[config.mk]
export PLATFORM = sky130hd
export DESIGN_NAME = word_ram
export DESIGN_NICKNAME = d
export VERILOG_FILES = /design/src/lenet_pkg.sv /design/src/word_ram.sv
export SDC_FILE = /design/constraint.sdc
export NUM_CORES = 1
export LEC_CHECK = 0
export BUFFER_PORTS_ARGS = -buffer_cell sky130_fd_sc_hd__buf_2
export CORE_MARGIN = 2
export CORE_UTILIZATION = 56
export CTS_CLUSTER_SIZE = 8
export DETAILED_ROUTE_END_ITERATION = 10
export PLACE_DENSITY = 0.74
export SYNTH_ARGS = -nofsm -noshare
export SYNTH_HDL_FRONTEND = slang
export SYNTH_SLANG_ARGS = --single-unit
[constraint.sdc]
create_clock -name clk -period 2.1 [get_ports clk]
set_input_delay 0.105 -clock clk [delete_from_list [all_inputs] [get_ports clk]]
set_output_delay 0.105 -clock clk [all_outputs]
set_load 0.03 [all_outputs]
[src/lenet_pkg.sv]
package lenet_pkg;

    // number format and accumulator
    localparam int data_width  = 16;
    localparam int frac_bits   = 8;
    localparam int acc_width   = 40;

    // layer sizes
    localparam int n_in        = 16;
    localparam int n_hidden    = 8;
    localparam int n_class     = 10;
    localparam int index_width = 4;

    localparam int param_depth = 256;
    localparam int feat_depth  = 64;

    typedef logic [7:0] param_addr_t;
    typedef logic [5:0] feat_addr_t;

    // bias first, then the weights of each neuron
    localparam param_addr_t fc1_param_base = 8'd0;
    localparam param_addr_t fc2_param_base = 8'd136;

    localparam feat_addr_t feat_in_base     = 6'd0;
    localparam feat_addr_t feat_hidden_base = 6'd16;
    localparam feat_addr_t feat_out_base    = 6'd24;

    typedef logic signed [data_width-1:0] act_t;
    typedef logic signed [data_width-1:0] weight_t;
    typedef logic signed [acc_width-1:0]  acc_t;
    typedef logic [index_width-1:0]       class_idx_t;

    typedef enum logic {stage_fc1, stage_fc2} stage_t;

    // apb byte addresses
    localparam logic [11:0] reg_ctrl     = 12'h000;
    localparam logic [11:0] reg_status   = 12'h004;
    localparam logic [11:0] param_window = 12'h400;
    localparam logic [11:0] feat_window  = 12'h800;

endpackage

[src/word_ram.sv]
`timescale 1ns/1ps

module word_ram #(
    parameter type word_t = lenet_pkg::act_t,
    parameter int depth = lenet_pkg::feat_depth,
    parameter int addr_width = $clog2(depth)
) (
    input  logic                  clk,
    input  logic                  we,
    input  logic [addr_width-1:0] waddr,
    input  word_t                 wdata,
    input  logic [addr_width-1:0] raddr,
    output word_t                 rdata
);

    word_t mem [depth];

    always_ff @(posedge clk)
    begin
        if (we)
            mem[waddr] <= wdata;
        rdata <= mem[raddr];
    end

    write_in_range: assert property (@(posedge clk)
        we |-> (!$isunknown(waddr) && (int'(waddr) < depth)));

endmodule

**Yosys cells after proc, flatten, opt, wreduce, memory -nomap -nowiden**

Memory sizes are Yosys's and may differ from the RTL's. A register that Yosys moved wholly into a read port is not among the register bits.
Index checks and enable logic that the tools add are counted.
W data, S select, Z words.

- Bits in registers: 0
- RAM bits: 1024
- Bits of input ports: 30
- Output and inout port bits: 16
- Word-level logic and storage cells: 3
- Memories: 1

- Muxes and demuxes: 2

Memory list:

| name | depth | width | rd ports | clocked after Yosys merged registers in | write ports | RTL line | RTL |
|---|---|---|---|---|---|---|---|
| mem | 64 | 16 | 1 | 1 | 1 | word_ram.sv:16 | `word_t mem [depth];` |

Operator list:

| kind | count |
|---|---|
| $mux W1 | 2 |

**Depth between registers and ports, before layout**

- Depth in word-level cells: 2
- Depth in mapped cells: 10
- Gate-level depth less buffers: 5

**Least setup slack after synthesis**

No wires, ideal clock.

- Path kind: input-to-reg
- From: input waddr[3]
- To: memory mem[48][0] in the netlist's numbering (enable)
- Data arrival time: 1.731 ns
- Required time: 1.691 ns
- Setup slack: -0.040 ns
- Stages: 4
- Buffers on the path: 1
- Cell sequence: clkbuf_1 nor2b_1 nand4b_1 nor3_1

RTL lines:

| item | RTL line | RTL |
|---|---|---|
| from (decl) | word_ram.sv:10 | `input logic [addr_width-1:0] waddr,` |
| to (decl) | word_ram.sv:16 |  |

No word-level cell before the write port.

==> summary.md <==
| Metric | Value |
|---|---|
| FFs w/ async S/R, synth | 0% |
| Hpwl dp | ~61000 µm |
| Setup Skew | approximately 23 ps |
| CTS sink cnt | approximately 1000 |
| H-tree levels | 4 |
| Pin count of the biggest net entering global routing | 65 |
| Worst relative slew slack | between 30% and 40% |
| Nets | ~2200 |
| Setup-failing EPs final | 0 |
| Reg clk slew, reported paths | approximately 50 ps |
| Final slew viol count | 0 |
| Ys Warns | 0 |
| Minimum hold slack | 35.7 ps |
| Setup CP Type | reg2reg |
| RSZ-0062 raised after global routing | no |
| Hold Crit Class | in2reg |
| Hold path cells | 1 |
| Worst-Skew Late Latency | approximately 720 ps |
| Synth Net Count | between 1500 and 2000 |
| Area of the die | 73700 µm² |
| Clk buf depth | 3 |
| FF-to-FF setup slack | around 54 ps |
| Finished Core Util | between 60% and 70% |
| WL/cell | 31.1 µm |
| Drt pass-1 iters | 5 |
| Pwr Density | ~980 nW/µm² |
| TNS Setup | 0 ps |
| DRC | 0 |
| Fillers | roughly 4300 |
| Global-route wire length before repair | 146000 µm |
| Post-synthesis instance total | around 1800 |
| Final ANT Viol Nets | 0 |
| Data arrival, critical path | 2630 ps |
| Least-Margin Pin Slew | roughly 940 ps |
| Chip width | between 200 and 300 µm |
| Via density per instance | 6.46 |
| DRT iter0 DRCs | roughly 2700 |
| CP Max Fanout | 1 |
| Mapped Area | approximately 40000 µm² |
| Final min period | ~2000 ps |
| CP Capture Type | flip-flop |
| Final period util | between 90% and 100% |
| Overall Global Routing Usage | 27.6% |
| Initial Util | between 50% and 60% |
| Area leader, netlist | edfxtp_1 |
| CTS tree | yes |
| RD Place Congestion | 0.885 |
| Synth top area cells | edfxtp_1 (77%), mux4_2 (12%), mux2i_1 (2.1%), dfxtp_1 (0.80%), mux2_2 (0.76%) |
| CORE AREA | a little over 70000 µm² |
| Startpoint class of the critical path | flip-flop |
| Ys flop type | edfxtp_1 |
| Placement row count | 98 |
| R2R depth | 5 |
| Most numerous cell in the Yosys netlist | edfxtp_1 |
| # IOs | 46 |
| Remaining global-route overflow | 0 |
| Total power | approximately 47 mW |
| Status | finished, final reports clean |
| PortBufs | between 40 and 50 |
| Top-area cell type share of the netlist area | 76.8% |
| Mean Syn Cell Area | between 20 and 25 µm² |
| Seq/Total Area, Yosys | 77.6% |
| Maximum VDD drop | between 0.7 and 0.8 mV |
| Pleak | ~16 nW |
| Layout area overhead | 18.7% |
| Layout cells sized above 1 | roughly a third |
| Die height | about 270 µm |
| Synth cell types | 43 |
| Final hold vios | 0 |
| Fmax | 489 MHz |
| WP data required | roughly 2700 ps |
| Synth top cells by count | edfxtp_1 (1024), mux4_2 (220), mux2i_1 (85), nor2_1 (72), nand2_1 (59) |
| Count of flip-flops with a built-in enable after synthesis | ~1000 |
| Initial antenna violation count | 8 |
| Post-CTS Resized | 0 |
| Total wire length | 99400 µm |
| Total vias in the final route | 20624 |
| Root buf cell | clkbuf_16 |
| Post-synthesis register bit count | around 1000 |
| Vias in the first global route | ~21000 |
| Number of buffers created by CTS | between 100 and 150 |
| Max cap viols | 0 |
[path summary, 6_finish.rpt]
kind,start,endpoint
worst max-delay path,mem[61][15],rdata[15]
worst min-delay path,wdata[11],mem[30][11]
worst max register to register,mem[61][15],rdata[15]
worst min register to register,mem[17][14],rdata[14]
[report_power, final]
group          total (mW)  switching (mW)  internal [mW]
Clock                21.1            8.33           12.8
Sequential           23.1          0.0864           23.0
Combinational        2.51            1.51           1.01
[repair_timing]
item | 4_1_cts | 5_1_grt
hold endpoints to repair | 307 | 0
setup buffers | 0 | 0
hold buffers | 15 | 0
[cell families (layout without fill, tap and decap cells)]
family          count (synthesis)  in the layout  share of synthesized area [%]
other cells                     0              3                              0
buf+inv                       104            516                           1.83
mux                           336            336                           15.5
flops                        1040           1040                           77.6
simple gates                  220            220                           2.65
compound gates                129            129                           2.41
[routing by layer]
layer / GRT usage, % / wire length [µm] / up-vias
met5: 0 / 49 / -
li1: - / - / 8374
met4: 11.1 / 3660 / 8
met3: 6.46 / 10500 / 212
met1: 37.5 / 36500 / 10747
met2: 44.0 / 48600 / 1283
[cell type report]
class                   instances  area [µm²]  area share [%]
multi-input cells             685        8250            17.3
diodes                          3        7.51          0.0158
flip-flops and latches       1040       31100            65.3
well taps                     950        1190            2.50
clock inverters                13         248           0.521
repair buffers                324        2920            6.14
clock buffers                 179        3860            8.12
[state kept, by name (all words and copies together) (netlist names)]
signal and count:
mem 1024, rdata 16
[cells in the final DEF (no fill, tap or decap), types with 6 or more instances in the layout]
| master | netlist | routed |
|---|---|---|
| a211o_1 | 8 | 8 |
| a211oi_1 | 8 | 8 |
| a21oi_1 | 17 | 17 |
| a221o_1 | 6 | 6 |
| a221oi_1 | 16 | 16 |
| a22o_1 | 6 | 6 |
| a22oi_1 | 39 | 39 |
| a311oi_1 | 8 | 8 |
| a31oi_1 | 8 | 8 |
| buf_12 | 5 | 43 |
| buf_2 | 36 | 42 |
| buf_4 | 13 | 221 |
| clkbuf_1 | 24 | 29 |
| clkbuf_16 | 0 | 150 |
| dfxtp_1 | 16 | 16 |
| dlygate4sd3_1 | 0 | 15 |
| edfxtp_1 | 1024 | 1024 |
| mux2_2 | 27 | 27 |
| mux2i_1 | 85 | 85 |
| mux4_2 | 220 | 220 |
| nand2_1 | 59 | 59 |
| nand3_1 | 24 | 24 |
| nand4_1 | 12 | 12 |
| nor2_1 | 72 | 72 |
| nor2b_1 | 30 | 30 |
[critical path, cell delays in order, from the launching register on]
cell and delay [ps]:
edfxtp_1 370, mux4_2 490, mux2_2 280, a221oi_1 520, buf_4 210, a311oi_1 50
[through the flow]
step,setup WS (ps),cell area [µm²],cells
2_1_floorplan,37.2,40100,1829
3_3_place_gp,-183,43300,2984
3_5_place_dp,-248,43300,2984
4_1_cts,12.8,47500,3191
5_1_grt,0.624,47500,3191
6_report,54.3,47500,3194
Power figures use the tool's default switching activity.
