$ cat config.mk
export PLATFORM = sky130hd
export DESIGN_NAME = argmax_unit
export DESIGN_NICKNAME = d
export VERILOG_FILES = /design/src/lenet_pkg.sv /design/src/argmax_unit.sv
export SDC_FILE = /design/constraint.sdc
export NUM_CORES = 1
export LEC_CHECK = 0
export BUFFER_PORTS_ARGS = -buffer_cell sky130_fd_sc_hd__buf_2
export CAP_MARGIN = 20
export CORE_MARGIN = 2
export CORE_UTILIZATION = 52
export DETAILED_ROUTE_END_ITERATION = 7
export PLACE_DENSITY = 0.79
export SYNTH_ARGS = -nofsm -noshare
export SYNTH_HDL_FRONTEND = slang
export SYNTH_SLANG_ARGS = --single-unit
$ cat constraint.sdc
create_clock -name clk -period 3.6 [get_ports clk]
set_clock_uncertainty 0.15 [all_clocks]
set_input_delay 0.54 -clock clk [delete_from_list [all_inputs] [get_ports clk]]
set_output_delay 0.54 -clock clk [all_outputs]
set_load 0.005 [all_outputs]
$ cat src/lenet_pkg.sv
package lenet_pkg;

    // number format and accumulator
    localparam int data_width  = 16;
    localparam int frac_bits   = 8;
    localparam int acc_width   = 40;

    // layer sizes
    localparam int n_in        = 16;
    localparam int n_hidden    = 8;
    localparam int n_class     = 10;
    localparam int index_width = 4;

    localparam int param_depth = 256;
    localparam int feat_depth  = 64;

    typedef logic [7:0] param_addr_t;
    typedef logic [5:0] feat_addr_t;

    // bias first, then the weights of each neuron
    localparam param_addr_t fc1_param_base = 8'd0;
    localparam param_addr_t fc2_param_base = 8'd136;

    localparam feat_addr_t feat_in_base     = 6'd0;
    localparam feat_addr_t feat_hidden_base = 6'd16;
    localparam feat_addr_t feat_out_base    = 6'd24;

    typedef logic signed [data_width-1:0] act_t;
    typedef logic signed [data_width-1:0] weight_t;
    typedef logic signed [acc_width-1:0]  acc_t;
    typedef logic [index_width-1:0]       class_idx_t;

    typedef enum logic {stage_fc1, stage_fc2} stage_t;

    // apb byte addresses
    localparam logic [11:0] reg_ctrl     = 12'h000;
    localparam logic [11:0] reg_status   = 12'h004;
    localparam logic [11:0] param_window = 12'h400;
    localparam logic [11:0] feat_window  = 12'h800;

endpackage

$ cat src/argmax_unit.sv
`timescale 1ns/1ps

module argmax_unit (
    input  logic                  clk,
    input  logic                  rst,
    input  logic                  start,
    input  logic                  score_we,
    input  lenet_pkg::act_t       score,
    input  lenet_pkg::class_idx_t score_idx,
    output lenet_pkg::class_idx_t max_index,
    output logic                  max_valid
);

    import lenet_pkg::*;

    act_t max_score;
    logic take;

    // strictly greater keeps the lowest index on ties
    assign take = score_we && (score_idx == '0 || score > max_score);

    always_ff @(posedge clk or posedge rst)
    begin
        if (rst)
        begin
            max_index <= '0;
            max_valid <= 1'b0;
        end
        else if (start)
        begin
            max_valid <= 1'b0;
        end
        else
        begin
            if (take)
                max_index <= score_idx;
            if (score_we && score_idx == class_idx_t'(n_class - 1))
                max_valid <= 1'b1;
        end
    end

    always_ff @(posedge clk)
    begin
        if (take)
            max_score <= score;
    end

endmodule

# After elaboration in Yosys (flattened, before gate mapping)

Cells that the tools add are included.

Register bits: 21
Output and inout port bits: 5
Input port bits: 24
Logic and storage cells: 14

Bitwise logic cells: 1
Equal/unequal tests: 1
Muxes and demuxes: 2
Reductions and logical operators: 6
Magnitude comparators: 1

Operator list:

| kind                 | number |
|---|---|
| $gt A16 B16 Y1       | 1 |
| $eq A4 B4 Y1 const B | 1 |
| $logic_not A4 Y1     | 1 |
| $logic_and A1 B1 Y1  | 2 |
| $mux W1              | 2 |
| $reduce_and A2 Y1    | 1 |
| $reduce_bool A2 Y1   | 1 |
| $logic_or A1 B1 Y1   | 1 |
| $not A1 Y1           | 1 |

# Depth between registers and ports, before layout

Word-level depth: 4
Depth in mapped cells: 8
Gate-level depth less buffers: 8

# Worst setup path before layout

No wires, ideal clock.

Path kind: input port to flip-flop
Start: input port score[15]
End: register max_score[0], enable pin
Setup slack: 0.866 ns
Data arrival time: 2.262 ns
Stages on the path: 6
Cell sequence: ha_1 > nand4_2 > or4_4 > a21oi_2 > and3b_4 > o21a_1

Cells in the longest elaborated chain, start to end: 3

Ends and longest elaborated chain:

| what                 | line              | source |
|---|---|---|
| start, declared      | argmax_unit.sv:8  | `input lenet_pkg::act_t score,` |
| $gt A16 B16 Y1       | argmax_unit.sv:20 | `assign take = score_we && (score_idx == '0 \|\| score > max_score);` |
| $logic_or A1 B1 Y1   | argmax_unit.sv:20 |  |
| $logic_and A1 B1 Y1  | argmax_unit.sv:20 |  |
| named net take       | argmax_unit.sv:17 | `logic take;` |
| end signal, assigned | argmax_unit.sv:45 | `max_score <= score;` |
| end, declared        | argmax_unit.sv:16 | `act_t max_score;` |

The timed path passes the listed nets, and every way through them passes these cells.
A chain may end at the register's enable or synchronous reset.

# Final worst setup path

Start: register max_score[15]
End: register max_score[0], enable pin

Cells in the longest elaborated chain, start to end: 3

Ends and longest elaborated chain:

| what                | line |
|---|---|
| $gt A16 B16 Y1      | argmax_unit.sv:20 |
| $logic_or A1 B1 Y1  | argmax_unit.sv:20 |
| $logic_and A1 B1 Y1 | argmax_unit.sv:20 |
| named net take      | argmax_unit.sv:17 |

The timed path passes the listed nets, and every way through them passes these cells.

==> out/summary.txt <==
outcome: completed
Tot Pwr: 0.000541 W
XOR/XNOR share of the synthesized area: 0%
Synth Area in Compound Gates: 13.8%
worst hold path class: primary input to flip-flop
first-pass GRT wire length: 3.48 mm
hpwl dp: 1.67 mm
WHS: 246 ps
clock transition at the registers of the reported paths: 110 ps
H-tree depth: 1
register area share after synthesis: 51.3%
Final min period: 2760 ps
routed len/inst: 12.7 µm
number of global-route vias before repair: 860
DRC Markers: 0
Req. time, crit path: 3390 ps
metal3 WL: 73 µm
CP endpoint kind: flip-flop
Syn Nets: 139
Pre-antenna DRT Iters: 4
worst path cell trace: inv_1 -> ha_1 -> nand4_2 -> nor4_1 -> a211oi_1 -> a21oi_1 -> o21a_1
Core Region: 2170 µm²
unrepaired setup endpoints after global routing: false
Final period util: 76.6%
Max Freq: 363 MHz
Post-Syn Area: 1180 µm²
Mapped Cells: 99
Final #Nets: 173
GP Congestion: 0.736
P_leak: 0.678 nW
clock root cell: clkbuf_4
ANT cells: 0
worst slack at placement: 532 ps
Post-Syn Area per Cell: 11.9 µm²
startpoint types: flip-flop
Area Growth Syn to Fin: 17.9%
share of post-route cells with drive strength above 1: 31.1%
Overflow after GRT: 0
clk sink count: 21
Slowest cell on crit path: o21a_1
io pins: 29
Warnings, synthesis: 0
number of synthesized flops with an enable pin: 16
First DRT Iteration DRCs: 18
final slew viol count: 0
Slew @ Worst Pin: 686 ps
Buffers on Ports: 28
CP peak stage delay: 610 ps
via count: 845
antenna violations before repair: 0
synthesized-area fraction occupied by adder cells: 16.9%
dominant synthesized flop cell: edfxtp_1
Clock Tree Buf Depth: 2
WP data arrival: 2550 ps
met1 WL: 983 µm
met2 WL: 951 µm
CP Max Fanout: 16
GR Util All Layers: 17.7%
kind of critical path: flip-flop to flip-flop
Worst VDD drop: 0.296 mV
CTS tree: built
mux cell area share after synthesis: 0.953%
worst skew pair latency: 300 ps
Die Ht: 51.7 µm
Max Cap Viol: 0
Starting Density: 54.4%
routed vias/inst: 5.28
row count: 17
largest net degree at the start of global routing: 17
Routed Antenna Nets: 0
CTS resizes: 0
final setup vio count: 0
Fin Setup TNS: 0 ps
DIE AREA: 2670 µm²
Die Wd: 51.7 µm
slew margin rel.: 54.3%
Highest Signal Layer: met4
fillcell total: 202
cts bufs inserted: 3
synth unique cells: 27
largest family of logic cells by synthesized area: adder cells
FFs w/ async S/R, synth: 23.8%
Routed WL: 2.03 mm
Power Density: 388 nW/µm²
post-CTS setup buffer count: 0
final worst slack: 842 ps
Post-Synth Simple-Gate Area: 10.7%
FF+latch count, synth: 21
final hold violations: 0
==> cell usage after synthesis (2+ instances only) <==
cell | instances | share of area (%)
nand2_1 | 3 | 0.95
a32o_2 | 4 | 3.8
ha_1 | 16 | 17
dfrtp_1 | 5 | 11
inv_1 | 20 | 6.4
nor2_1 | 3 | 0.95
nand4_1 | 5 | 2.6
edfxtp_1 | 16 | 41
nor4_1 | 2 | 1.1
a21oi_1 | 8 | 3.4
==> per-layer routing <==
metal	vias up	global-route usage, %
met5	-	0
met4	0	6.58
met3	4	3.74
met2	14	29.5
li1	434	-
met1	393	22.6
==> cells in the final DEF (no fill, tap or decap), types with 2 or more instances in the layout <==
cell / n
buf_2: 28
a21oi_1: 8
nand4_1: 5
nand2_1: 3
clkbuf_4: 3
a32o_2: 4
nor4_1: 2
nor2_1: 3
dfrtp_1: 5
edfxtp_1: 16
inv_1: 20
ha_1: 16
==> path summary, 6_finish.rpt <==
check | startpoint | to | slack, ps | depth (start not counted)
max | max_score[15] | max_score[0] | 840 | 7
min | start | max_valid | 250 | 2
max reg2reg | max_score[15] | max_score[0] | 840 | 7
min reg2reg | max_index[3] | max_index[3] | 370 | 1
max in group asynchronous | rst | max_index[0] | 2620 | 3
min in group asynchronous | rst | max_index[3] | 520 | 3
==> metrics by stage <==
| stage | utilization (%) | std cells | instance area [µm²] |
|---|---|---|---|
| global route | 64.2 | 160 | 1390 |
| detailed placement | 62.5 | 155 | 1360 |
| CTS | 64.2 | 160 | 1390 |
| finish | 64.2 | 160 | 1390 |
| global placement | 62.5 | 155 | 1360 |
| floorplan | - | 99 | 1180 |
==> cell families (layout without fill, tap and decap cells) <==
group,after synthesis,after routing
AND/OR/NAND/NOR,20,20
flip-flops,21,21
adder cells (fa/ha/maj),16,16
AO/OA/AOI/OAI,21,21
multiplexers,1,1
buffers and inverters,20,53
==> layout make-up <==
| class | count | area, µm² | share of cell area, % |
|---|---|---|---|
| Multi-Input combinational cell | 58 | 500 | 35.9 |
| Sequential cell | 21 | 606 | 43.5 |
| Tap cell | 28 | 35.0 | 2.52 |
| Inverter | 20 | 75.1 | 5.39 |
| Timing Repair Buffer | 29 | 150 | 10.8 |
| Clock buffer | 4 | 26.3 | 1.89 |
==> critical path: cells and delay by family (launching register included) <==
family	cells	cell delay, ps
adders and majority gates	1	320
and+or+nand+nor	2	490
AOI/OAI and AO/OA	3	1060
buffers and inverters	1	40
DFF	1	330
==> power by group <==
group          switching (W)  internal, W
logic              0.0000661    0.0000615
clock network      0.0000676    0.0000431
registers          0.0000104     0.000292
total               0.000144     0.000397
==> registers in the layout, indices dropped and copies added, names as in the netlist <==
register   count
max_score     16
max_index      4
max_valid      1
==> repair_timing <==
item	CTS	global route
setup endpoints to repair	0	0
hold buffers	1	0
hold endpoints to repair	5	0
Power figures use the tool's default switching activity.
