## src/lenet_pkg.sv

```systemverilog
package lenet_pkg;

    // number format and accumulator
    localparam int data_width  = 16;
    localparam int frac_bits   = 8;
    localparam int acc_width   = 40;

    // layer sizes
    localparam int n_in        = 16;
    localparam int n_hidden    = 8;
    localparam int n_class     = 10;
    localparam int index_width = 4;

    localparam int param_depth = 256;
    localparam int feat_depth  = 64;

    typedef logic [7:0] param_addr_t;
    typedef logic [5:0] feat_addr_t;

    // bias first, then the weights of each neuron
    localparam param_addr_t fc1_param_base = 8'd0;
    localparam param_addr_t fc2_param_base = 8'd136;

    localparam feat_addr_t feat_in_base     = 6'd0;
    localparam feat_addr_t feat_hidden_base = 6'd16;
    localparam feat_addr_t feat_out_base    = 6'd24;

    typedef logic signed [data_width-1:0] act_t;
    typedef logic signed [data_width-1:0] weight_t;
    typedef logic signed [acc_width-1:0]  acc_t;
    typedef logic [index_width-1:0]       class_idx_t;

    typedef enum logic {stage_fc1, stage_fc2} stage_t;

    // apb byte addresses
    localparam logic [11:0] reg_ctrl     = 12'h000;
    localparam logic [11:0] reg_status   = 12'h004;
    localparam logic [11:0] param_window = 12'h400;
    localparam logic [11:0] feat_window  = 12'h800;

endpackage

```

## src/neuron_mac.sv

```systemverilog
`timescale 1ns/1ps

module neuron_mac (
    input  logic                  clk,
    input  logic                  rst,
    input  lenet_pkg::stage_t     stage,
    input  logic                  tap_valid,
    input  logic                  tap_first,
    input  logic                  tap_last,
    input  lenet_pkg::class_idx_t neuron_idx,
    input  lenet_pkg::weight_t    weight,
    input  lenet_pkg::act_t       act,
    output logic                  feat_we,
    output lenet_pkg::feat_addr_t feat_waddr,
    output lenet_pkg::act_t       feat_wdata,
    output logic                  layer_written,
    output logic                  score_we,
    output lenet_pkg::class_idx_t score_idx
);

    import lenet_pkg::*;

    logic                           v1;
    logic                           first1;
    logic                           last1;
    class_idx_t                     idx1;
    logic                           wb;
    class_idx_t                     wb_idx;
    acc_t                           acc;
    logic signed [2*data_width-1:0] prod;
    acc_t                           shifted;
    act_t                           sat;

    // tags delayed one cycle to meet the ram data
    always_ff @(posedge clk or posedge rst)
    begin
        if (rst)
        begin
            v1     <= 1'b0;
            first1 <= 1'b0;
            last1  <= 1'b0;
            idx1   <= '0;
            wb     <= 1'b0;
            wb_idx <= '0;
        end
        else
        begin
            v1     <= tap_valid;
            first1 <= tap_first;
            last1  <= tap_last;
            idx1   <= neuron_idx;
            wb     <= v1 && last1;
            if (v1 && last1)
                wb_idx <= idx1;
        end
    end

    assign prod = weight * act;

    always_ff @(posedge clk)
    begin
        if (v1)
            acc <= first1 ? (acc_t'(weight) <<< frac_bits) : acc + prod;
    end

    always_comb
    begin
        shifted = acc >>> frac_bits;
        // clip to q8.8 when the upper bits are not a sign extension
        if (shifted[acc_width-1:data_width-1] != {(acc_width-data_width+1){shifted[acc_width-1]}})
            sat = shifted[acc_width-1] ? {1'b1, {(data_width-1){1'b0}}}
                                       : {1'b0, {(data_width-1){1'b1}}};
        else
            sat = shifted[data_width-1:0];
    end

    // relu only on the hidden layer
    assign feat_wdata    = (stage == stage_fc1 && sat[data_width-1]) ? '0 : sat;
    assign feat_we       = wb;
    assign feat_waddr    = ((stage == stage_fc1) ? feat_hidden_base : feat_out_base) + wb_idx;
    assign layer_written = wb && (wb_idx == ((stage == stage_fc1) ? class_idx_t'(n_hidden - 1)
                                                                   : class_idx_t'(n_class - 1)));
    assign score_we      = wb && (stage == stage_fc2);
    assign score_idx     = wb_idx;

endmodule

```

## config.mk

```make
export PLATFORM = sky130hd
export DESIGN_NAME = neuron_mac
export DESIGN_NICKNAME = d
export VERILOG_FILES = /design/src/lenet_pkg.sv /design/src/neuron_mac.sv
export SDC_FILE = /design/constraint.sdc
export NUM_CORES = 1
export LEC_CHECK = 0
export BUFFER_PORTS_ARGS = -buffer_cell sky130_fd_sc_hd__buf_4
export CORE_AREA = 2 2 195 197
export DETAILED_ROUTE_END_ITERATION = 8
export DIE_AREA = 0 0 197 199
export MAX_ROUTING_LAYER = met4
export PLACE_DENSITY = 0.55
export RECOVER_POWER = 50
export SYNTH_ARGS = -nofsm -noshare
export SYNTH_HDL_FRONTEND = slang
export SYNTH_SLANG_ARGS = --single-unit
```

## constraint.sdc

```tcl
create_clock -name clk -period 6.9 [get_ports clk]
set_input_delay 0.69 -clock clk [delete_from_list [all_inputs] [get_ports clk]]
set_output_delay 0.69 -clock clk [all_outputs]
set_load 0.01 [all_outputs]
```

After elaboration in Yosys (flattened, before gate mapping)
Index checks and enable logic that the tools add are counted.
{"block": "word_totals", "in_bits": 42, "wordCells": 24, "ff_bits": 52, "out_inout_bits": 29}
{"block": "op_classes", "n_eq_ne": 2, "mux": 6, "bitwise": 1, "n_mul": 1, "addsub": 2, "reduce_logical": 4}
{"cell": "16-bit two-way mux", "count": 3}
{"cell": "40-bit by 32-bit adder with 40-bit output", "count": 1}
{"cell": "40-bit two-way mux", "count": 1}
{"cell": "16-bit by 16-bit multiplier with 32-bit output", "count": 1}
{"cell": "16-bit != test", "count": 1}
{"cell": "4-bit two-way mux", "count": 2}
{"cell": "5-bit by 4-bit adder with 6-bit output", "count": 1}
{"cell": "4-bit equality test", "count": 1}
{"cell": "1-bit logical AND", "count": 4}
{"cell": "1-bit NOT", "count": 1}

Depth between registers and ports, before layout
{"block": "logic_depth", "depth_word": 4, "ltp_mapped": 24}

Worst setup path before layout
Ideal clock, no wire load.
{"block": "synth_timing", "path_kind": "input to register", "startpoint": "in weight[15]", "endpoint": "reg acc[35], data pin", "arrival_time_ps": 6728, "path_buffers": 3, "path_slack_ps": -88, "stages": 24, "cell_sequence": "clkbuf_1 -> clkbuf_1 -> nand2_1 -> inv_1 -> fa_1 -> fa_1 -> inv_1 -> fa_1 -> inv_1 -> fa_1 -> fa_1 -> inv_1 -> fa_1 -> inv_1 -> ha_1 -> clkbuf_2 -> nand2_1 -> o211a_1 -> o41a_1 -> o21a_1 -> a2bb2oi_1 -> a31oi_1 -> xor2_1 -> mux2_2"}
{"block": "synth_between", "elab_chain_len": 3}
{"element": "start, declared", "line_no": "neuron_mac.sv:11", "source": "input lenet_pkg::weight_t weight,"}
{"element": "16-bit by 16-bit multiplier with 32-bit output", "line_no": "neuron_mac.sv:58", "source": "assign prod = weight * act;"}
{"element": "40-bit by 32-bit adder with 40-bit output", "line_no": "neuron_mac.sv:63", "source": "acc <= first1 ? (acc_t'(weight) <<< frac_bits) : acc + prod;"}
{"element": "40-bit two-way mux (*)", "line_no": "neuron_mac.sv:63"}
{"element": "end signal, assigned", "line_no": "neuron_mac.sv:63"}
{"element": "end, declared", "line_no": "neuron_mac.sv:29", "source": "acc_t acc;"}
Every way passes the cells marked *; elsewhere a longest branch is shown, timed or not.
A chain may end at the register's enable or synchronous reset.

Worst setup path after layout
Ends and elaborated chain as after synthesis.

==> metrics.csv <==
metric,value,unit
Routed wire per std cell,17.2,µm
die outline height,199,µm
All-Layer GR Usage,20.6,%
number of flops mapped to enable cells by yosys,40,
critical path capture point type,flip-flop,
register area share after synthesis,10.2,%
failing checks,"capacitance limit, slew limit",
vias per inst,4.97,
RSZ-0062 raised after global routing,no,
CP arrival,6.64,ns
fin crit share,95.3,%
H-tree Lvls,2,
P&R area growth vs syn,9.78,%
drt drc,0,
DRT iter0 DRCs,543,
worst-margin pin slew,1.99,ns
CP most frequent cell,fa_1,
aggregate global routing overflow,0,
CTS root buffer,clkbuf_16,
final net count,2131,
clk slew on worst S/H paths,0.08,ns
layout cells sized above 1,8.52,%
Worst path slowest cell,fa_1,
clk_lat worst skew,0.31,ns
Max transition margin,-33.0,%
Peak Freq,0.152,GHz
post-synth top area share,44.9,%
CTS tree,done,
Synth Flop Type,edfxtp_1,
Final Max Slew Viols,42,
number of global-route vias before repair,11400,
CP Class,input port to flip-flop,
Clock Skews,0.00757,ns
post-layout util,43.5,%
Post-synth ARST share,23.1,%
filler cell count,3727,
Setup TNS,0,ns
I/O pins,71,
Final ANT Viol Nets,0,
drt total wl,36400,µm
Setup crit start kind,input port,
mapped cell area,14700,µm²
Cell variety after synth,62,
Area contributors post-synth,"fa_1 (45%), inv_1 (11%), ha_1 (9.9%)",
num rows,71,
maximum buffer depth of the clock tree,2,
HPWL after detailed placement,30700,µm
Worst Path Max Fanout,9,
worst path required time,6.96,ns
Yosys reg bits,52,
routability cong.,0.887,
max_cap viols,1,
Syn Nets,2054,
Die ar.,39200,µm²
Syn. warnings,0,
largest net degree at the start of global routing,60,
run status,"complete, but fails checks",
Sink Count,52,
Bufs and invs on worst path,6,
Post-Syn Area per Cell,9.40,µm²
Top Family by Delay on Critical Path,adder cells,
initial antenna violation count,0,
first drt pass iteration count,5,
"slowest stage delay, CP",0.58,ns
crit-path cells,"buf_4, nand2_1, inv_1, fa_1, fa_1, inv_1, fa_1, inv_1, fa_1, fa_1, inv_1, fa_1, inv_1, ha_1, nand2_1, o211a_1, o41a_1, o21a_1, a2bb2oi_1, a31oi_1, xor2_1, mux2_2",
Final Setup Violations,0,
PortBufs,70,
core area,37100,µm²
final hold vios,0,
initial core utilization,39.6,%
"area leader, netlist",fa_1,
post-CTS setup buffer count,0,
detailed-route via count,10500,
first-pass GRT wire length,60800,µm
Post-Syn Instances,1566,
diode count,0,
Final min period,6.57,ns
CTS buffer count,5,
HP Class,input port to asynchronous set/reset pin,
Hold Buf Count CTS,0,
die width,197,µm
==> layer usage <==
| layer | track usage [%] | part of all wire, % | wire (µm) | up-vias |
|---|---|---|---|---|
| met3 | 2.22 | 4.1 | 1490 | 24 |
| met4 | 3.20 | 1.2 | 427 | 0 |
| met2 | 35.2 | 51 | 18400 | 240 |
| met5 | - | 0 | 0 | - |
| met1 | 27.2 | 44 | 16100 | 5398 |
| li1 | - | - | - | 4855 |
==> through the flow <==
stage	setup WS, ns	hold slack [ns]	std cells	cell area, µm²
final	0.325	0.376	2118	16200
after detailed placement	0.00134	0.471	2110	16000
after global routing	0.0385	0.427	2118	16200
after CTS	0.312	0.386	2118	16200
after floorplan	0.0187	0.456	1566	14700
after global placement	0.0695	0.465	2110	16000
==> flip-flops by register name (all words and copies together) (netlist names) <==
| name | cells |
|---|---|
| acc | 40 |
| v1 | 1 |
| score_idx | 4 |
| idx1 | 4 |
| feat_we | 1 |
| last1 | 1 |
| first1 | 1 |
==> cell usage after synthesis (all sizes together) (3+ instances only) <==
library cell,n
nand2b,4
inv,416
o211ai,4
a21o,8
nor2b,6
buf,7
nand2,175
fa,330
and2,123
o21bai,3
a211o,3
o21ai,38
xnor2,17
nand3,7
xor2,15
o21a,21
a21oi,35
nor3,15
o311ai,3
o31ai,6
nand4,9
clkbuf,44
a211oi,6
a31oi,5
mux2,7
nor4,7
ha,116
or3,6
dfrtp,12
a2111oi,5
edfxtp,40
nor2,42
and3,8
==> placed cells by master (no fill, tap or decap), types with 8 or more instances in the layout <==
master    instances
clkbuf_4          8
and3_1            8
dfrtp_1          11
nor3_1           15
and2_1          123
inv_1           416
a21oi_1          35
edfxtp_1         40
nand2_1         175
nand4_1           9
o21a_1           21
buf_4           105
xnor2_1          17
o21ai_0          34
ha_1            116
xor2_1           15
a21o_1            8
fa_1            330
nor2_1           42
==> timing repair <==
| action | CTS | global route |
|---|---|---|
| setup endpoints to repair | 0 | 2 |
| gates resized for setup | 0 | 1 |
| endpoints found under the hold margin | 0 | 0 |
==> layout make-up <==
class | instances | area, µm² | share of cell area [%]
well taps | 474 | 593 | 3.67
inverters | 416 | 1560 | 9.66
clock buffers | 5 | 125 | 0.774
repair buffers | 121 | 895 | 5.54
clock inverters | 3 | 20.0 | 0.124
flip-flops and latches | 52 | 1500 | 9.30
multi-input cells | 1047 | 11500 | 70.9
==> cells by family (layout without fill, tap and decap cells) <==
group                      Yosys count  in the layout  share of synthesized area, %
AOI/OAI and AO/OA                  154            154                          7.10
and+or+nand+nor                    407            407                          13.5
xor gates and xnor gates            32             32                          1.90
DFF                                 52             52                          10.2
buffers and inverters              467            545                          12.0
muxes                                8              8                         0.603
adders and majority gates          446            446                          54.7
==> final timing paths <==
check / start / end / slack (ns) / depth (start not counted)
max in group asynchronous: rst / first1 / 6.20 / 2
min in group clk: idx1[3] / score_idx[3] / 0.48 / 1
setup reg to reg: acc[15] / acc[36] / 1.48 / 18
hold / removal: rst / v1 / 0.38 / 2
hold reg to reg: idx1[3] / score_idx[3] / 0.48 / 1
setup / recovery: weight[15] / acc[35] / 0.33 / 22
Power is not shown: default switching activity piles up to over one toggle a cycle in this logic, so the estimate is an artifact.
