$ cat src/lenet_pkg.sv
package lenet_pkg;

    // number format and accumulator
    localparam int data_width  = 16;
    localparam int frac_bits   = 8;
    localparam int acc_width   = 40;

    // layer sizes
    localparam int n_in        = 16;
    localparam int n_hidden    = 8;
    localparam int n_class     = 10;
    localparam int index_width = 4;

    localparam int param_depth = 256;
    localparam int feat_depth  = 64;

    typedef logic [7:0] param_addr_t;
    typedef logic [5:0] feat_addr_t;

    // bias first, then the weights of each neuron
    localparam param_addr_t fc1_param_base = 8'd0;
    localparam param_addr_t fc2_param_base = 8'd136;

    localparam feat_addr_t feat_in_base     = 6'd0;
    localparam feat_addr_t feat_hidden_base = 6'd16;
    localparam feat_addr_t feat_out_base    = 6'd24;

    typedef logic signed [data_width-1:0] act_t;
    typedef logic signed [data_width-1:0] weight_t;
    typedef logic signed [acc_width-1:0]  acc_t;
    typedef logic [index_width-1:0]       class_idx_t;

    typedef enum logic {stage_fc1, stage_fc2} stage_t;

    // apb byte addresses
    localparam logic [11:0] reg_ctrl     = 12'h000;
    localparam logic [11:0] reg_status   = 12'h004;
    localparam logic [11:0] param_window = 12'h400;
    localparam logic [11:0] feat_window  = 12'h800;

endpackage

$ cat src/apb_host_bridge.sv
`timescale 1ns/1ps

module apb_host_bridge (
    input  logic                   clk,
    input  logic                   rst,
    input  logic                   psel,
    input  logic                   penable,
    input  logic                   pwrite,
    input  logic [11:0]            paddr,
    input  logic [31:0]            pwdata,
    output logic [31:0]            prdata,
    output logic                   pready,
    output logic                   pslverr,
    input  logic                   busy,
    input  logic                   done,
    input  logic                   fc1_done,
    input  logic                   fc2_done,
    input  lenet_pkg::class_idx_t  max_index,
    output logic                   start,
    input  lenet_pkg::param_addr_t param_raddr_eng,
    input  lenet_pkg::feat_addr_t  feat_raddr_eng,
    input  logic                   feat_we_eng,
    input  lenet_pkg::feat_addr_t  feat_waddr_eng,
    input  lenet_pkg::act_t        feat_wdata_eng,
    output logic                   param_we,
    output lenet_pkg::param_addr_t param_waddr,
    output lenet_pkg::weight_t     param_wdata,
    output lenet_pkg::param_addr_t param_raddr,
    output logic                   feat_we,
    output lenet_pkg::feat_addr_t  feat_waddr,
    output lenet_pkg::act_t        feat_wdata,
    output lenet_pkg::feat_addr_t  feat_raddr,
    input  lenet_pkg::weight_t     param_rdata,
    input  lenet_pkg::act_t        feat_rdata
);

    import lenet_pkg::*;

    logic        access;
    logic        is_ctrl;
    logic        is_status;
    logic        is_param;
    logic        is_feat;
    logic        is_mem;
    logic        err;
    logic        mem_rd;
    logic        rd_wait;
    logic        wr_ok;
    logic        correct;
    logic        wrong;
    class_idx_t  label;
    param_addr_t apb_param_addr;
    feat_addr_t  apb_feat_addr;

    assign access    = psel && penable;
    assign is_ctrl   = (paddr == reg_ctrl);
    assign is_status = (paddr == reg_status);
    assign is_param  = (paddr >= param_window) && (paddr < param_window + 4 * param_depth);
    assign is_feat   = (paddr >= feat_window) && (paddr < feat_window + 4 * feat_depth);
    assign is_mem    = is_param || is_feat;

    // memories belong to the engine during a run
    assign err = !(is_ctrl || is_status || is_mem) || (is_mem && busy) || (is_status && pwrite);

    // ram reads take one wait state
    assign mem_rd  = is_mem && !pwrite && !err;
    assign pready  = access && (!mem_rd || rd_wait);
    assign pslverr = pready && err;
    assign wr_ok   = access && pwrite && !err;

    always_ff @(posedge clk or posedge rst)
    begin
        if (rst)
        begin
            rd_wait <= 1'b0;
            start   <= 1'b0;
            label   <= '0;
        end
        else
        begin
            rd_wait <= access && mem_rd && !rd_wait;
            start   <= wr_ok && is_ctrl && pwdata[0] && !busy;
            if (wr_ok && is_ctrl)
                label <= pwdata[7:4];
        end
    end

    assign correct = done && (label == max_index);
    assign wrong   = done && (label != max_index);

    always_comb
    begin
        prdata = '0;
        if (is_ctrl)
            prdata[7:4] = label;
        else if (is_status)
            prdata = {20'b0, max_index, 2'b0, wrong, correct, fc2_done, fc1_done, done, busy};
        else if (is_param && !err)
            prdata[15:0] = param_rdata;
        else if (is_feat && !err)
            prdata[15:0] = feat_rdata;
    end

    assign apb_param_addr = paddr[9:2];
    assign apb_feat_addr  = paddr[7:2];

    assign param_we    = wr_ok && is_param;
    assign param_waddr = apb_param_addr;
    assign param_wdata = weight_t'(pwdata[15:0]);
    assign param_raddr = busy ? param_raddr_eng : apb_param_addr;

    assign feat_we    = busy ? feat_we_eng : (wr_ok && is_feat);
    assign feat_waddr = busy ? feat_waddr_eng : apb_feat_addr;
    assign feat_wdata = busy ? feat_wdata_eng : act_t'(pwdata[15:0]);
    assign feat_raddr = busy ? feat_raddr_eng : apb_feat_addr;

endmodule

$ cat config.mk
export PLATFORM = sky130hd
export DESIGN_NAME = apb_host_bridge
export DESIGN_NICKNAME = d
export VERILOG_FILES = /design/src/lenet_pkg.sv /design/src/apb_host_bridge.sv
export SDC_FILE = /design/constraint.sdc
export NUM_CORES = 1
export LEC_CHECK = 0
export ABC_AREA = 1
export CORE_AREA = 2 2 87 89
export DETAILED_ROUTE_END_ITERATION = 10
export DIE_AREA = 0 0 89 91
export DONT_BUFFER_PORTS = 1
export SYNTH_ARGS = -nofsm -noshare
export SYNTH_HDL_FRONTEND = slang
export SYNTH_SLANG_ARGS = --single-unit
export TNS_END_PERCENT = 20
$ cat constraint.sdc
create_clock -name clk -period 1.4 [get_ports clk]
set_input_delay 0.14 -clock clk [delete_from_list [all_inputs] [get_ports clk]]
set_output_delay 0.14 -clock clk [all_outputs]
set_load 0.05 [all_outputs]
### After elaboration in Yosys (flattened, before gate mapping)

Index checks and enable logic that the tools add are counted.
W data, S select, Z words.

| cells by class | value |
|---|---|
| order comparisons | 4 |
| equality and inequality tests | 3 |
| mux-type cells | 11 |
| reduce and logical (&&, ||, !) cells | 35 |

Operator list:

| kind | count |
|---|---|
| $mux W16 | 4 |
| $lt A12 B12 Y1 const B | 2 |
| $logic_and A1 B1 Y1 | 22 |
| $mux W8 | 2 |
| $eq A12 B3 Y1 const B | 1 |
| $ge A12 B11 Y1 const B | 1 |
| $ge A12 B12 Y1 const B | 1 |
| $logic_not A12 Y1 | 1 |
| $mux W6 | 2 |
| $mux W4 | 2 |
| $logic_not A1 Y1 | 6 |
| $logic_or A1 B1 Y1 | 6 |
| $eq A4 B4 Y1 | 1 |
| $ne A4 B4 Y1 | 1 |
| $mux W1 | 1 |

| storage, ports and cells | value |
|---|---|
| flip-flop bits (word level) | 6 |
| input bits | 126 |
| output and inout bits | 97 |
| logic and storage cells | 56 |

### Logic depth before layout (Yosys ltp)

| depth | value |
|---|---|
| word-level depth | 13 |
| mapped depth | 10 |
| gate-level depth less buffers | 10 |

### Worst setup path before layout

No wires, ideal clock.

| timing | value |
|---|---|
| path type | input port to output port |
| from | input paddr[3] |
| to | output param_we |
| arrival time | 1.789 ns |
| required time | 1.260 ns |
| path slack | -0.529 ns |
| stages on the path | 7 |
| path buffers | 0 |
| path through | inv_1 nand2_1 nor2_1 o21ai_2 nand2_2 nand2_1 nor3_1 |

| between the ends | value |
|---|---|
| word-level cells in the longest chain between the ends | 10 |
| elaborated cells on any way between the ends | 19 |
| classes of those cells | 4 x order compare; 1 x eq/ne; 14 x reduce/logical |

RTL lines:

| element | line | source |
|---|---|---|
| start, declared | apb_host_bridge.sv:9 | `input logic [11:0] paddr,` |
| $ge A12 B11 Y1, or another cell as far along | apb_host_bridge.sv:58 | `assign is_param = (paddr >= param_window) && (paddr < param_window + 4 * param_depth);` |
| $logic_and A1 B1 Y1, on equally long branches | apb_host_bridge.sv:58, apb_host_bridge.sv:59 |  |
| $logic_or A1 B1 Y1 | apb_host_bridge.sv:60 | `assign is_mem = is_param \|\| is_feat;` |
| $logic_or A1 B1 Y1 | apb_host_bridge.sv:63 | `assign err = !(is_ctrl \|\| is_status \|\| is_mem) \|\| (is_mem && busy) \|\| (is_status && pwrite);` |
| $logic_not A1 Y1 | apb_host_bridge.sv:63 |  |
| $logic_or A1 B1 Y1 (2 in series) | apb_host_bridge.sv:63 |  |
| $logic_not A1 Y1 | apb_host_bridge.sv:69 | `assign wr_ok = access && pwrite && !err;` |
| $logic_and A1 B1 Y1 | apb_host_bridge.sv:69 |  |
| $logic_and A1 B1 Y1 * | apb_host_bridge.sv:107 | `assign param_we = wr_ok && is_param;` |
| end, declared | apb_host_bridge.sv:25 | `output logic param_we,` |

Every way passes the cells marked *; elsewhere a longest branch is shown, timed or not.

### Worst setup path after layout

| timing | value |
|---|---|
| from | register label[2] |
| to | output prdata[4] |

| between the ends | value |
|---|---|
| word-level cells in the longest chain between the ends | 4 |

RTL lines:

| element | line | source |
|---|---|---|
| start, declared | apb_host_bridge.sv:51 | `class_idx_t label;` |
| start signal, assigned | apb_host_bridge.sv:84 | `label <= pwdata[7:4];` |
| $eq A4 B4 Y1 | apb_host_bridge.sv:88 | `assign correct = done && (label == max_index);` |
| $logic_and A1 B1 Y1 | apb_host_bridge.sv:88 |  |
| $mux W16 | apb_host_bridge.sv:96 | `else if (is_status)` |
| $mux W4 | apb_host_bridge.sv:94 | `if (is_ctrl)` |
| end, declared | apb_host_bridge.sv:11 | `output logic [31:0] prdata,` |

No other way between the ends.

==> summary.md <==
| Metric | Value |
|---|---|
| Maximum root-to-sink buffer count | 2 |
| Min cycle time layout | 1.61 ns |
| Most frequent cells in the layout | 133 x nand2_1, 52 x buf_12, 20 x buf_4 |
| Max H-tree Level | 1 |
| Reg clk slew, reported paths | 0.04 ns |
| Routed len/inst | 14.4 um |
| Worst Setup Slack, final | -0.213 ns |
| RSZ-0062 raised after global routing | yes |
| # setup viols final | 2 |
| Clk root buf | clkbuf_8 |
| Drt drc | 0 |
| Final hold slack | 0.0419 ns |
| Post-detailed-route count of antenna-violating nets | 0 |
| Die Area | 8100 um^2 |
| Post-synth EDFFs | 0 |
| Unique cell type count in the Yosys netlist | 26 |
| Final WL | 6.28 mm |
| R2R Setup Slk | 0.62 ns |
| Io pins | 223 |
| Failing checks | negative setup slack |
| Synth Flop Type | dfrtp_1 |
| Non-Filler Instances | 435 |
| Max frequency | 620 MHz |
| GRT Util Overall | 0.140 |
| Die height | 91 um |
| Setup crit end kind | output port |
| Register area share after synthesis | 0.0977 |
| CTS tree | yes |
| Final #Nets | 463 |
| Largest net degree at the start of global routing | 45 |
| Layout cells sized above 1 | 0.364 |
| Pwr dens | 563 nW/um^2 |
| Switching Fraction | 0.481 |
| Final core occ | 0.391 |
| Antenna violations before repair | 2 |
| Setup TNS Final | -0.409 ns |
| Final slew viol count | 0 |
| Part of the cycle the worst path needs | 1.15 |
| Synth warn | 0 |
| Fin. Hold Viols | 0 |
| Slowest CP cell | dfrtp_1 |
| Critical path buffers and inverters | 2 |
| Clock sink total | 6 |
| CP Class | flop to output port |
| 1st-iter DRT viols | 48 |
| Clk network pwr share | 0.162 |
| Cells after synthesis | 293 |
| PortBufs | 0 |
| Worst setup SP type | flop |
| Placer congestion estimate | 0.780 |
| Vias/cell | 4.47 |
| Slowest Stage Delay on Critical Path | 0.35 ns |
| Static Leakage | 1.44 nW |
| Sw power | 0.757 mW |
| Placed cell area | 2570 um^2 |
| Vias post-DR | 1945 |
| Fin area | 2790 um^2 |
| First-pass GRT wire length | 8.85 mm |
| Register share of total power | 0.111 |
| Data required, critical path | 1.26 ns |
| Status | complete, but fails checks |
| Largest fanout on the critical path | 2 |
| Synth Cell Area | 1540 um^2 |
| Async SR Flop Fraction | 1.00 |
| Top Family by Delay on Critical Path | simple AND/OR/NAND/NOR gates |
| Worst-skew pair later-pin latency | 0.22 ns |
| Post-DP HPWL | 5.55 mm |
| #FFs+latches synth | 6 |
| Logic pwr share | 0.727 |
| # rows | 31 |
| WP data arrival | 1.47 ns |
| Core Box Area | 7140 um^2 |
| Synthesized area per cell | 5.24 um^2 |
| Die X-Extent | 89 um |
| Dpl cells | 428 |
| Total CTS buffers | 3 |
| Most common cell after layout, fill and taps aside | nand2_1 |
| Internal power | 0.817 mW |
| Total gr overflow | 0 |
| Worst VDD drop | 0.308 mV |
| Clock skew | 0 ns |
| Hold Crit Class | primary input to flop |
| Max_cap viols | 0 |
| Drt first pass iters | 6 |
| Cells along the critical path | inv_2 > or2_4 > and2_4 > nand2_2 > nor2_2 > a21oi_2 > nand3_2 > buf_12 |
| Syn-to-layout area delta | 81.8% |
| Initial Util | 0.215 |
| Vias in the first global route | 1876 |
==> area by class of cell <==
cell class | count | area, um^2
fillers | 747 | 4340
repair buffers | 75 | 1220
multi-input cells | 232 | 1180
flip-flops and latches | 6 | 150
well taps | 99 | 124
inverters | 19 | 76.3
clock buffers | 3 | 41.3
diodes | 1 | 2.50
==> cell families (layout without fill, tap and decap cells) <==
family | Yosys count | count (layout) | share of synthesized area
and+or+nand+nor | 203 | 203 | 0.565
buffers and inverters | 70 | 97 | 0.278
other | 1 | 17 | 0.00244
xor gates and xnor gates | 3 | 3 | 0.0171
AOI/OAI and AO/OA | 10 | 10 | 0.0391
DFF | 6 | 6 | 0.0977
==> worst reg2reg max path: cells and delay by family, from the launching register on <==
family	cells	cell delay, ns
buffers and inverters	2	0.18
flip-flops	1	0.35
AO/OA/AOI/OAI	1	0.16
==> timing repair <==
| item | in CTS | in global routing |
|---|---|---|
| endpoints found under the hold margin | 7 | 0 |
| hold buffers | 2 | 0 |
| endpoints found under the setup margin | 10 | 19 |
| resized for setup | 10 | 31 |
| pin swaps | 5 | 16 |
| buffers inserted | 0 | 1 |
==> stage by stage <==
step                total power, mW  worst slack, ns
floorplan                      1.04           -0.245
global placement               1.28          -0.0563
detailed placement             1.30           -0.107
CTS                            1.57           -0.269
global route                   1.64           -0.295
finish                         1.57           -0.213
==> registers in the layout, indices dropped and copies added, names as in the netlist <==
signal / cells
rd_wait: 1
start: 1
label: 4
==> worst paths after layout <==
path                       cells past startpoint      start   endpoint
max                                            8   label[2]  prdata[4]
max in group asynchronous                      2        rst    rd_wait
max reg2reg                                    3   label[2]   label[2]
min reg2reg                                    3    rd_wait    rd_wait
min in group asynchronous                      2        rst   label[0]
min                                            2  pwdata[7]   label[3]
==> synth_stat cells, drive strengths merged, types with 2 or more instances <==
| cell type | instances | share of area |
|---|---|---|
| inv | 19 | 0.046 |
| buf | 44 | 0.21 |
| clkbuf | 7 | 0.017 |
| nand2 | 148 | 0.37 |
| xnor2 | 3 | 0.017 |
| nand3 | 17 | 0.055 |
| nor4 | 2 | 0.018 |
| a21oi | 3 | 0.012 |
| nor3 | 2 | 0.0065 |
| o21ai | 6 | 0.022 |
| nor2 | 19 | 0.058 |
| dfrtp | 6 | 0.098 |
| nand4 | 13 | 0.053 |
==> layer usage <==
layer	track usage	wire, um
met1	0.137	2130
met2	0.268	3190
met3	0.0445	828
met4	0.0485	115
met5	0	13
==> power groups by stage <==
stage / Sequential [mW] / Clock, mW / Combinational [mW]
2_1_floorplan: 0.177 / 0 / 0.861
3_3_place_gp: 0.177 / 0 / 1.11
3_5_place_dp: 0.177 / 0 / 1.12
4_1_cts: 0.175 / 0.264 / 1.13
5_1_grt: 0.175 / 0.269 / 1.19
6_report: 0.175 / 0.255 / 1.14
No activity file was read; power rests on OpenSTA's default activity.
